$ cat config.mk
export PLATFORM = sky130hd
export DESIGN_NAME = ifu_predecode
export DESIGN_NICKNAME = d
export VERILOG_FILES = /design/src/common/ifu_pkg.sv /design/src/source/ifu_predecode.sv
export SDC_FILE = /design/constraint.sdc
export NUM_CORES = 1
export LEC_CHECK = 0
export ABC_CLOCK_PERIOD_IN_PS = 7100
export BUFFER_PORTS_ARGS = -buffer_cell sky130_fd_sc_hd__buf_2
export CORE_MARGIN = 5
export CORE_UTILIZATION = 40
export DETAILED_ROUTE_END_ITERATION = 8
export PLACE_DENSITY = 0.73
export RECOVER_POWER = 25
export SLEW_MARGIN = 10
export SYNTH_ARGS = -nofsm -noshare
export SYNTH_HDL_FRONTEND = slang
export SYNTH_SLANG_ARGS = --single-unit
export TNS_END_PERCENT = 5
$ cat constraint.sdc
create_clock -name vclk -period 7.1
set_input_delay 0.71 -clock vclk [all_inputs]
set_output_delay 0.71 -clock vclk [all_outputs]
set_load 0.03 [all_outputs]
$ cat src/common/ifu_pkg.sv
// instruction fetch front end package
// memory geometry, reset vector, fsm encodings, AXI-lite channel payloads,
// fetch output payload and the RV32 instruction views used by the predecoder

package ifu_pkg;

    // ========================================
    // geometry and constants
    // ========================================
    localparam int addr_w    = 32;
    localparam int data_w    = 32;
    localparam int strb_w    = data_w / 8;
    localparam int mem_words = 1024;
    // word index width, taken from addr bits above the byte offset
    localparam int mem_idx_w = $clog2(mem_words);

    localparam logic [addr_w-1:0] pc_rst    = 32'h8000_0000;
    localparam logic [1:0]        resp_okay = 2'b00;

    // rv32 major opcodes
    localparam logic [6:0] op_jal    = 7'b1101111;
    localparam logic [6:0] op_branch = 7'b1100011;

    // sram fsm states, shared by read and write side
    localparam logic [1:0] st_idle = 2'd0;
    localparam logic [1:0] st_busy = 2'd1;
    localparam logic [1:0] st_done = 2'd2;

    // ========================================
    // AXI-lite channel payloads
    // ========================================
    typedef struct packed {
        logic [addr_w-1:0] addr;
    } axi_ar_t;

    typedef struct packed {
        logic [data_w-1:0] data;
        logic [1:0]        resp;
    } axi_r_t;

    typedef struct packed {
        logic [addr_w-1:0] addr;
    } axi_aw_t;

    typedef struct packed {
        logic [data_w-1:0] data;
        logic [strb_w-1:0] strb;
    } axi_w_t;

    typedef struct packed {
        logic [1:0] resp;
    } axi_b_t;

    // pc / instruction pair toward decode
    typedef struct packed {
        logic [addr_w-1:0] pc;
        logic [data_w-1:0] inst;
    } fetch_out_t;

    // ========================================
    // instruction word views
    // ========================================
    // J layout, jal
    typedef struct packed {
        logic       imm20;
        logic [9:0] imm10_1;
        logic       imm11;
        logic [7:0] imm19_12;
        logic [4:0] rd;
        logic [6:0] opcode;
    } rv_j_fmt_t;

    // B layout, conditional branches
    typedef struct packed {
        logic       imm12;
        logic [5:0] imm10_5;
        logic [4:0] rs2;
        logic [4:0] rs1;
        logic [2:0] funct3;
        logic [3:0] imm4_1;
        logic       imm11;
        logic [6:0] opcode;
    } rv_b_fmt_t;

    typedef union packed {
        logic [data_w-1:0] raw;
        rv_j_fmt_t         j;
        rv_b_fmt_t         b;
    } rv_inst_u;

endpackage

$ cat src/source/ifu_predecode.sv
// static predecoder
// reads one instruction word in both the J and the B layout and picks
// the predicted next pc: jal target, backward branch target or pc + 4

`timescale 1ns/1ps

module ifu_predecode (
    input  logic [31:0]       pc,
    input  ifu_pkg::rv_inst_u inst,
    output logic [31:0]       next_pc
);

    import ifu_pkg::*;

    logic              is_jal;
    logic              is_branch;
    logic              br_back;
    logic [addr_w-1:0] j_imm;
    logic [addr_w-1:0] b_imm;

    // ========================================
    // immediates
    // ========================================
    // J view: imm[20|10:1|11|19:12], bit 0 implied zero
    assign j_imm = {
        {11{inst.j.imm20}},
        inst.j.imm20,
        inst.j.imm19_12,
        inst.j.imm11,
        inst.j.imm10_1,
        1'b0
    };

    // B view: imm[12|10:5] ... imm[4:1|11]
    assign b_imm = {
        {19{inst.b.imm12}},
        inst.b.imm12,
        inst.b.imm11,
        inst.b.imm10_5,
        inst.b.imm4_1,
        1'b0
    };

    // ========================================
    // next pc
    // ========================================
    assign is_jal    = (inst.j.opcode == op_jal);
    assign is_branch = (inst.b.opcode == op_branch);
    // negative offset, loop back, predict taken
    assign br_back   = is_branch && inst.b.imm12;

    always_comb begin
        if (is_jal) begin
            next_pc = pc + j_imm;
        end else if (br_back) begin
            next_pc = pc + b_imm;
        end else begin
            next_pc = pc + 32'd4;
        end
    end

endmodule

Word level (Yosys, flattened, before mapping)

Cells that the tools add are included.

Latch bits: 0
Output and inout port bits: 32
RAM bits: 0
Memories kept: 0
Register bits after elaboration: 0
Memory bits (read-only): 0

Order comparisons: 0
Bitwise gates (word level): 0
$mul: 0
Div/mod/pow operators: 0
Add/sub/neg operators: 3
Reductions and logical operators: 1
Muxes and demuxes: 2
Shifts and indexed selects: 0
Equal/unequal tests: 2

Operators with widths:

| kind                                           | number |
|---|---|
| adder 32 bit                                   | 2 |
| two-way mux 32 bit                             | 2 |
| adder 32 x 3 -> 32 bit (second input constant) | 1 |
| equality test 7 bit (second input constant)    | 2 |
| logical AND 1 bit                              | 1 |

Depth between registers and ports, before layout

Depth in word-level cells: 4
Depth in mapped cells: 11

Worst setup path before layout

No wires, ideal clock.

Kind: input to output
Start: in pc[8]
End: out next_pc[30]
Buffers on the path: 1
Stages on the path: 10
Data required time: 6.390 ns
Slack: 2.960 ns
Arrival time: 3.430 ns
Cell sequence: ha_1 -> buf_2 -> and3_2 -> a221o_2 -> a211oi_1 -> o221ai_2 -> a31o_2 -> nand3_1 -> a21oi_1 -> a211oi_1

Word-level cells in the longest chain between the ends: 3

Ends and longest elaborated chain:

| element                                                | line                                     | source |
|---|---|---|
| start: declaration                                     | ifu_predecode.sv:8                       | `input logic [31:0] pc,` |
| adder 32 x 3 -> 32 bit or adder 32 bit (tied branches) | ifu_predecode.sv:58, ifu_predecode.sv:56 |  |
| two-way mux 32 bit                                     | ifu_predecode.sv:55                      | `end else if (br_back) begin` |
| two-way mux 32 bit (*)                                 | ifu_predecode.sv:53                      | `if (is_jal) begin` |
| end: declaration                                       | ifu_predecode.sv:10                      | `output logic [31:0] next_pc` |

Every way passes the cells marked *; elsewhere a longest branch is shown, timed or not.

Final worst setup path

Start: in inst[31] in the netlist's numbering
End: out next_pc[27]

Word-level cells in the longest chain between the ends: 3

Ends and longest elaborated chain:

| element                                           | line                                     | source |
|---|---|---|
| start: declaration                                | ifu_predecode.sv:9                       | `input ifu_pkg::rv_inst_u inst,` |
| adder 32 bit or logical AND 1 bit (tied branches) | ifu_predecode.sv:56, ifu_predecode.sv:50 |  |
| two-way mux 32 bit                                | ifu_predecode.sv:55                      |  |
| two-way mux 32 bit (*)                            | ifu_predecode.sv:53                      |  |

Marked as above.

==> impl_metrics.json <==
{
  "outcome": "finished, final reports clean",
  "fin_cells": 783,
  "gp_congestion": 1.00,
  "switching_share": 0.625,
  "synth_xor_area_frac": 0.114,
  "nClkBuffers": 0,
  "drc": 0,
  "cp-startpoint": "inst[31]",
  "cp.required_ns": 6.39,
  "p_int_w": 0.000129,
  "design.die.area_um2": 11600,
  "syn_avg_cell_area_um2": 6.58,
  "hold_path_class": "in2out",
  "min_from": "pc[0]",
  "clock.fmax_ghz": 0.194,
  "share_seq_of_total_power": 0,
  "syn_area_um2": 3830,
  "final.setup.tns_ns": 0,
  "leakage_nw": 1.94,
  "yosys_warnings": 0,
  "die_w_um": 108,
  "hold_viol_final": 0,
  "routed_via_density": 6.21,
  "cp-end-kind": "output port",
  "grt_pass1_wl_um": 22100,
  "tightest_slew_ns": 1.22,
  "syn_to_final_growth_pct": 14.4,
  "cp_slowest_cell": "clkbuf_1",
  "path_cells": "clkbuf_1 -> ha_1 -> a21oi_1 -> o21a_1 -> nor2_1 -> a2111oi_0 -> a21o_1 -> a21oi_1 -> a221o_1 -> a311o_1 -> buf_2",
  "cts_setup_buffers": 0,
  "yosysTopAreaCellShare": 0.144,
  "final_design_area_no_fill_um2": 4380,
  "yosysMostFrequentCell": "nor2_1",
  "path_buf_inv": 2,
  "min_period_over_period": 0.728,
  "cts_resized": 0,
  "ys_types": 65,
  "slew-limit-headroom": 0.186,
  "design.seq.count": 0,
  "drv_slew": 0,
  "synth_common_cells": "nor2_1, a21oi_1, nand2_1",
  "grt_pass1_vias": 4636,
  "irDropWorstVdd_v": 0.0000469,
  "num_rows": 35,
  "cp_max_fo": 23,
  "cp_top_family": "compound AO/OA/AOI/OAI gates",
  "yosysTopAreaCell": "ha_1",
  "route.vias.total": 4866,
  "multi_input_area_um2": 3650,
  "power.switching_w": 0.000214,
  "synthAdderAreaFrac": 0.154,
  "setup_violations": 0,
  "drtIter0Drc": 345,
  "synth_top_family_by_area": "compound AO/OA/AOI/OAI gates",
  "grt_start_max_net_pins": 38,
  "power_density_nw_per_um2": 78.3,
  "placed_cells": 783,
  "grt_usage": 0.225,
  "initial_core_util": 0.412,
  "rsz0062_at_grt": "no",
  "synth_mux_area_frac": 0.0105,
  "fin_crit_ns": 5.17,
  "crit_arrival_ns": 4.46,
  "portBuffers": 94,
  "synth_compound_area_frac": 0.400,
  "dp_hpwl_um": 10700,
  "grt-ovfl-total": 0,
  "combPwrFrac": 1.000,
  "ant_nets": 0,
  "place_area_um2": 4390,
  "core_area_um2": 9280,
  "fillerInstances": 1006,
  "die_h_um": 108,
  "antenna_found_initial": 0,
  "clkPwrFrac": 0,
  "nNetsFinal": 766,
  "drive_gt1_frac": 0.168,
  "critPathMostFrequentCell": "a21oi_1",
  "yosys.area_share.simple": 0.275,
  "synthTopCellsByArea": "ha_1, a21oi_1, xor2_1",
  "slowest_delay_ns": 0.87,
  "synthCells": 582,
  "syn_nets": 692,
  "ys_seq_area_frac": 0,
  "ctsHoldBuffers": 0,
  "io_pins": 96,
  "maxCapViolations": 0,
  "dr.pass1.iters": 5,
  "crit_type": "in2out",
  "antennaDiodeCount": 0,
  "worstSetupStartpointType": "primary input",
  "routed_wl_um": 13500,
  "seq_area_um2": 0,
  "routedWlPerCell_um": 17.2
}
## path summary, 6_finish.rpt
path / end / depth (start not counted)
max: next_pc[27] / 11
min: next_pc[0] / 0
## kinds of logic (layout without fill, tap and decap cells)
family / Yosys count / after routing
adder cells (fa/ha/maj): 46 / 46
AND/OR/NAND/NOR: 212 / 212
buffers and inverters: 46 / 118
AO/OA/AOI/OAI: 224 / 224
XOR/XNOR: 50 / 50
multiplexers: 4 / 4
## layout by cell type (no fill, tap or decap), drive strengths merged, types with 9 or more instances in the layout
cell,instances
nand2,45
o21ai,36
o211ai,14
nor3,18
ha,44
a21o,19
a21oi,56
xnor2,19
and3,15
nor2,58
buf,91
inv,20
nand4,10
nand3,23
a31oi,9
xor2,31
a211oi,16
## routing by layer
layer  part of all wire  GRT usage  up-vias
met2               0.47      0.392      216
met3              0.076     0.0132       17
met4             0.0090     0.0298        0
met5                  0          0        -
li1                   -          -     2377
met1               0.44      0.312     2256
## power by group through the flow
stage	logic (W)	clock network, W	registers, W
after floorplan	0.000243	0	0
after global placement	0.000332	0	0
after detailed placement	0.000337	0	0
after CTS	0.000338	0	0
after global routing	0.000376	0	0
final	0.000343	0	0
## layout make-up
cell class / instances / area share
well taps: 129 / 0.0369
repair buffers: 98 / 0.112
multi-input cells: 536 / 0.834
inverters: 20 / 0.0171
## stage by stage
stage / hold slack, ns / util / power [W] / worst slack [ns]
after global placement: 1.42 / 0.473 / 0.000332 / 2.61
after CTS: 1.42 / 0.473 / 0.000338 / 2.54
final: 1.42 / 0.472 / 0.000343 / 1.93
after floorplan: 1.55 / - / 0.000243 / 2.96
after detailed placement: 1.42 / 0.473 / 0.000337 / 2.56
after global routing: 1.42 / 0.472 / 0.000376 / 1.71
No activity file was read; power rests on OpenSTA's default activity.
