$ cat config.mk
export PLATFORM = sky130hd
export DESIGN_NAME = ifu_fetch
export DESIGN_NICKNAME = d
export VERILOG_FILES = /design/src/common/ifu_pkg.sv /design/src/source/ifu_fetch.sv
export SDC_FILE = /design/constraint.sdc
export NUM_CORES = 1
export LEC_CHECK = 0
export BUFFER_PORTS_ARGS = -buffer_cell sky130_fd_sc_hd__buf_4
export CAP_MARGIN = 25
export CORE_ASPECT_RATIO = 1.2
export CORE_MARGIN = 2
export CORE_UTILIZATION = 34
export DETAILED_ROUTE_END_ITERATION = 6
export PLACE_DENSITY_LB_ADDON = 0.05
export SLEW_MARGIN = 20
export SYNTH_ARGS = -nofsm -noshare
export SYNTH_HDL_FRONTEND = slang
export SYNTH_SLANG_ARGS = --single-unit
export TNS_END_PERCENT = 50
$ cat constraint.sdc
create_clock -name clk -period 7.3 [get_ports clk]
set_clock_uncertainty 0.05 [all_clocks]
set_input_delay 2.19 -clock clk [delete_from_list [all_inputs] [get_ports clk]]
set_output_delay 2.19 -clock clk [all_outputs]
set_load 0.02 [all_outputs]
$ cat src/common/ifu_pkg.sv
// instruction fetch front end package
// memory geometry, reset vector, fsm encodings, AXI-lite channel payloads,
// fetch output payload and the RV32 instruction views used by the predecoder

package ifu_pkg;

    // ========================================
    // geometry and constants
    // ========================================
    localparam int addr_w    = 32;
    localparam int data_w    = 32;
    localparam int strb_w    = data_w / 8;
    localparam int mem_words = 1024;
    // word index width, taken from addr bits above the byte offset
    localparam int mem_idx_w = $clog2(mem_words);

    localparam logic [addr_w-1:0] pc_rst    = 32'h8000_0000;
    localparam logic [1:0]        resp_okay = 2'b00;

    // rv32 major opcodes
    localparam logic [6:0] op_jal    = 7'b1101111;
    localparam logic [6:0] op_branch = 7'b1100011;

    // sram fsm states, shared by read and write side
    localparam logic [1:0] st_idle = 2'd0;
    localparam logic [1:0] st_busy = 2'd1;
    localparam logic [1:0] st_done = 2'd2;

    // ========================================
    // AXI-lite channel payloads
    // ========================================
    typedef struct packed {
        logic [addr_w-1:0] addr;
    } axi_ar_t;

    typedef struct packed {
        logic [data_w-1:0] data;
        logic [1:0]        resp;
    } axi_r_t;

    typedef struct packed {
        logic [addr_w-1:0] addr;
    } axi_aw_t;

    typedef struct packed {
        logic [data_w-1:0] data;
        logic [strb_w-1:0] strb;
    } axi_w_t;

    typedef struct packed {
        logic [1:0] resp;
    } axi_b_t;

    // pc / instruction pair toward decode
    typedef struct packed {
        logic [addr_w-1:0] pc;
        logic [data_w-1:0] inst;
    } fetch_out_t;

    // ========================================
    // instruction word views
    // ========================================
    // J layout, jal
    typedef struct packed {
        logic       imm20;
        logic [9:0] imm10_1;
        logic       imm11;
        logic [7:0] imm19_12;
        logic [4:0] rd;
        logic [6:0] opcode;
    } rv_j_fmt_t;

    // B layout, conditional branches
    typedef struct packed {
        logic       imm12;
        logic [5:0] imm10_5;
        logic [4:0] rs2;
        logic [4:0] rs1;
        logic [2:0] funct3;
        logic [3:0] imm4_1;
        logic       imm11;
        logic [6:0] opcode;
    } rv_b_fmt_t;

    typedef union packed {
        logic [data_w-1:0] raw;
        rv_j_fmt_t         j;
        rv_b_fmt_t         b;
    } rv_inst_u;

endpackage

$ cat src/source/ifu_fetch.sv
// fetch unit
// holds the pc, issues one AXI-lite read at a time and parks each
// returned word with its pc in a single-entry output buffer
// next pc comes from the predecoder side path

`timescale 1ns/1ps

module ifu_fetch (
    input  logic                  clk,
    input  logic                  rst,
    input  logic                  run,
    // read address channel
    output ifu_pkg::axi_ar_t      ar,
    output logic                  ar_valid,
    input  logic                  ar_ready,
    // read data channel
    input  ifu_pkg::axi_r_t       r,
    input  logic                  r_valid,
    output logic                  r_ready,
    // predecoder
    output logic [31:0]           pd_pc,
    output ifu_pkg::rv_inst_u     pd_inst,
    input  logic [31:0]           pd_next_pc,
    // toward decode
    output ifu_pkg::fetch_out_t   out,
    output logic                  out_valid,
    input  logic                  out_ready
);

    import ifu_pkg::*;

    // ========================================
    // state
    // ========================================
    logic [addr_w-1:0] pc;
    // AR raised but not yet accepted
    logic              ar_hold;
    // AR accepted, waiting on R
    logic              rd_pend;
    fetch_out_t        out_q;
    logic              out_valid_q;

    logic buf_free;
    logic can_issue;
    logic ar_fire;
    logic r_fire;
    logic out_fire;

    // buffer empty or draining this cycle
    assign buf_free  = !out_valid_q || out_ready;
    assign can_issue = run && !ar_hold && !rd_pend && buf_free;

    // once raised, valid stays until accepted
    assign ar_valid  = ar_hold || can_issue;
    assign ar.addr   = pc;

    assign r_ready   = buf_free;

    assign ar_fire   = ar_valid && ar_ready;
    assign r_fire    = r_valid && r_ready;
    assign out_fire  = out_valid_q && out_ready;

    // ========================================
    // request tracking
    // ========================================
    always_ff @(posedge clk) begin
        if (rst) begin
            ar_hold <= 1'b0;
            rd_pend <= 1'b0;
        end else begin
            ar_hold <= ar_valid && !ar_ready;
            if (ar_fire) begin
                rd_pend <= 1'b1;
            end else if (r_fire) begin
                rd_pend <= 1'b0;
            end
        end
    end

    // pc moves only when its word comes back
    always_ff @(posedge clk) begin
        if (rst) begin
            pc <= pc_rst;
        end else if (r_fire) begin
            pc <= pd_next_pc;
        end
    end

    // ========================================
    // predecode side path
    // ========================================
    assign pd_pc       = pc;
    assign pd_inst.raw = r.data;

    // ========================================
    // output buffer
    // ========================================
    always_ff @(posedge clk) begin
        if (rst) begin
            out_valid_q <= 1'b0;
        end else if (r_fire) begin
            out_valid_q <= 1'b1;
        end else if (out_fire) begin
            out_valid_q <= 1'b0;
        end
    end

    // payload, no reset
    always_ff @(posedge clk) begin
        if (r_fire) begin
            out_q.pc   <= pc;
            out_q.inst <= r.data;
        end
    end

    assign out       = out_q;
    assign out_valid = out_valid_q;

    // ========================================
    // checks
    // ========================================
    // stalled output keeps pair and valid
    a_out_stable: assert property (@(posedge clk) disable iff (rst)
        out_valid && !out_ready |=> $stable(out) && out_valid);

endmodule

# Word-level counts from Yosys, hierarchy flattened
# Index checks and enable logic that the tools add are counted.
op_classes:
  muxes: 4
  reduce_logical: 15
op_table:
  columns: ["operator", "count"]
  rows:
  - ["logical AND 1 bit", 7]
  - ["logical NOT 1 bit", 4]
  - ["two-way mux 1 bit", 4]
  - ["nonzero test 2 bit", 2]
  - ["logical OR 1 bit", 2]
word_totals:
  ff_bits: 99
  word_cells: 25

# Depth between registers and ports, before layout
depth:
  word_depth: 7
  mapped_depth: 5
  ltp_nobuf: 4

# Least setup slack after synthesis
# No wires, ideal clock.
synth_path:
  path_type: "input port to flip-flop"
  start: "input r_valid"
  end: "register out_q, in the netlist out[0] (enable)"
  setup_time_ns: 0.489
  t_arrival_ns: 5.094
  required_time_ns: 6.761
  slack_ns: 1.667
  cell_stages: 3
  path_buffers: 1
  path_cell_list: "buf_2 -> inv_2 -> nor2_1"
synth_via:
  elab_chain_len: 1
synth_lines:
  columns: ["item", "line_no", "source"]
  rows:
  - ["start: declaration", "ifu_fetch.sv:18", "input logic r_valid,"]
  - ["logical AND 1 bit", "ifu_fetch.sv:60", "assign r_fire = r_valid && r_ready;"]
  - ["net r_fire", "ifu_fetch.sv:46", "logic r_fire;"]
  - ["end: declaration", "ifu_fetch.sv:40", "fetch_out_t out_q;"]
# The timed path passes the listed nets, and every way through them passes these cells.
# A chain may end at the register's enable or synchronous reset.

# Worst setup path in the final report
layout_path:
  start: "input out_ready"
  end: "output ar_valid"
layout_via:
  elab_chain_len: 3
layout_lines:
  columns: ["item", "line_no", "source"]
  rows:
  - ["start: declaration", "ifu_fetch.sv:27", "input logic out_ready"]
  - ["logical OR 1 bit", "ifu_fetch.sv:50", "assign buf_free = !out_valid_q || out_ready;"]
  - ["logical AND 1 bit", "ifu_fetch.sv:51", "assign can_issue = run && !ar_hold && !rd_pend && buf_free;"]
  - ["logical OR 1 bit", "ifu_fetch.sv:54", "assign ar_valid = ar_hold || can_issue;"]
  - ["end: declaration", "ifu_fetch.sv:14", "output logic ar_valid,"]
# No other way between the ends.

==> impl_metrics.tcl <==
set metrics [dict create \
    status "finished clean" \
    power.density_nw_per_um2 246.0 \
    syn-cell-area_um2 3742 \
    grt_pass1_vias 2485 \
    worst_hold_path_type "register to register" \
    synth_nets 359 \
    worst_setup_path_startpoint "out_ready" \
    relSlewSlack_pct 61.51 \
    port_buffers 232 \
    p_int_mw 0.9983 \
    io_pins 235 \
    timing.rr.end "out[17]" \
    synth_top_cell_by_area "edfxtp_1" \
    tightestPinTransition_ns 0.5764 \
    total_power_mw 1.335 \
    cts.clk_slew.worst_paths_ns 0.06 \
    worstSetupPathType "input port to primary output" \
    dp_worst_setup_slack_ns 1.668 \
    num_antenna_cells 0 \
    placed_cells 570 \
    period_share_pct 76.88 \
    grt_usage_pct 15.36 \
    die_h_um 118.9 \
    fp.coreArea_um2 10620 \
    grt_max_degree 36 \
    p_comb_share_pct 16.9 \
    crit_arrival_ns 3.37 \
    rows 41 \
    ys_ff_latch 99 \
    yosysSeqAreaShare_pct 70.08 \
    slew_viol_final 0 \
    die_x_um 99.77 \
    rrSetupSlack_ns 5.32 \
    rsz0062_at_grt "false" \
    cts_sinks 99 \
    ant_nets 0 \
    clockPowerShare_pct 34.3 \
    setup-tns-final_ns 0 \
    gp_congestion 0.6975 \
    drcViolationCount 0 \
    rr_startpoint "out_valid" \
    power.switching_mw 0.3365 \
    critPathCapture "ar_valid" \
    cts-hold-fix-buffers 0 \
    wirelength_mm 9.472 \
    nNetsFinal 525 \
    nFillCells 953 \
    synthTopCellsByArea "edfxtp_1, dfxtp_1, buf_4" \
    peakVddDrop_mv 0.1030 \
    num_vias 2698 \
    period_needed_ns 5.612 \
    ys_types 22 \
    drtPass1Iterations 6 \
    drt_iter0_drc 108 \
    yosysWarningCount 0 \
    maxCapViolations 0 \
    cts_resized 0 \
    grt_antenna_before_repair 0 \
    avgSynthCellArea_um2 13.04 \
    netlist.area_leader.share_pct 51.35 \
    stdcell_count 587 \
    rr_worst_depth 4 \
    p_leak_nw 2.376 \
    layout-drive-gt1-share_pct 55.68 \
    fin_area_um2 5426 \
    clock_path_buffers 2 \
    seqPwrFrac_pct 48.8 \
    switching_share_pct 25.21 \
    timing.fmax_mhz 178.2 \
    post_cts_buffers 0 \
    post_dp_cell_area_um2 5111 \
    cts_root_buf "clkbuf_16" \
    cts_tree "done" \
    hold_viol 0 \
    crit_path_start_kind "input port" \
    start_util_pct 35.24 \
    insertion_delay_ns 0.34 \
    holdWs_ns 0.4352 \
    fin_util_pct 51.10 \
    grt_pass1_wl_mm 13.89 \
    htreeDepth 3 \
    setup_viol 0 \
    wire_per_inst_um 16.14 \
    vias_per_cell 4.596 \
    cts-buffers-inserted 9 \
    fp.dieArea_um2 11870 \
    endpoint_kind "primary output" \
    grt_overflow 0 \
    syn_to_final_growth_pct 45.00 \
    critPathMaxFanout 34 \
    timing.final.ws_setup_ns 1.688 \
    synth_cells 287 \
    worstPathRequired_ns 5.06 \
]
-- power groups by stage --
stage          Combinational (mW)  Clock [mW]  Sequential [mW]
3_5_place_dp                0.227           0            0.665
6_report                    0.226       0.457            0.652
2_1_floorplan              0.0877           0            0.706
5_1_grt                     0.240       0.498            0.656
3_3_place_gp                0.226           0            0.663
4_1_cts                     0.227       0.474            0.653
-- area by class of cell --
| cell class | count | area (µm²) | area share [%] |
|---|---|---|---|
| flip-flops and latches | 99 | 2623 | 48.33 |
| repair buffers | 236 | 1792 | 33.02 |
| multi-input cells | 104 | 551.8 | 10.17 |
| clock buffers | 11 | 232.7 | 4.289 |
| well taps | 129 | 161.4 | 2.974 |
| clock inverters | 5 | 55.05 | 1.015 |
| inverters | 3 | 11.26 | 0.2075 |
-- kinds of logic (layout without fill, tap and decap cells) --
kind of cell    count (synthesis)  after routing  share of synthesized area (%)
flops                          99             99                          70.08
compound gates                 68             68                          9.462
buf+inv                        84            255                          15.38
simple gates                   36             36                          5.082
-- layer usage --
| metal | GRT usage, % | up-vias | routed length (µm) |
|---|---|---|---|
| met3 | 3.286 | 9 | 733 |
| met1 | 17.07 | 1264 | 3524 |
| met2 | 27.87 | 132 | 5073 |
| li1 | - | 1293 | - |
| met4 | 6.678 | 0 | 140 |
| met5 | 0 | - | 0 |
-- Yosys cell counts (all sizes together) --
| master | count |
|---|---|
| dfxtp | 35 |
| a22oi | 1 |
| o21ai | 31 |
| edfxtp | 64 |
| a21boi | 1 |
| nor3b | 1 |
| inv | 3 |
| nor2 | 1 |
| nor2b | 1 |
| a211o | 1 |
| clkbuf | 6 |
| a31oi | 1 |
| a31o | 1 |
| a21oi | 32 |
| nand3 | 31 |
| nand4 | 1 |
| nand2 | 1 |
| buf | 75 |
-- state kept, by name (all words and copies together), names as in the netlist --
register   count
out           64
ar            32
ar_hold        1
out_valid      1
rd_pend        1
-- worst max-delay path, stage by stage --
cell,delay (ns)
buf_4,0.12
nor2b_4,0.09
buf_4,0.33
inv_2,0.19
a31o_2,0.29
buf_4,0.15
-- worst min-delay path by stage --
stage,start,cells after the start,slack (ns),end
after floorplan,rd_pend,2,0.42,rd_pend
after detailed placement,ar[6],0,0.42,out[38]
final,ar[1],0,0.44,out[33]
after CTS,ar[1],0,0.44,out[33]
after global placement,ar[6],0,0.42,out[38]
after global routing,ar[6],0,0.45,out[38]
-- cells in the final DEF, fill, tap and decap left out, drive strengths merged --
cell,Yosys,final
a22oi,1,1
bufinv,0,1
clkbuf,6,11
edfxtp,64,64
buf,75,236
nor2b,1,1
a211o,1,1
dfxtp,35,35
a21boi,1,1
o21ai,31,31
clkinvlp,0,2
a21oi,32,32
nand2,1,1
nand4,1,1
clkinv,0,2
nor2,1,1
a31oi,1,1
inv,3,3
nor3b,1,1
a31o,1,1
nand3,31,31
Power figures use the tool's default switching activity.
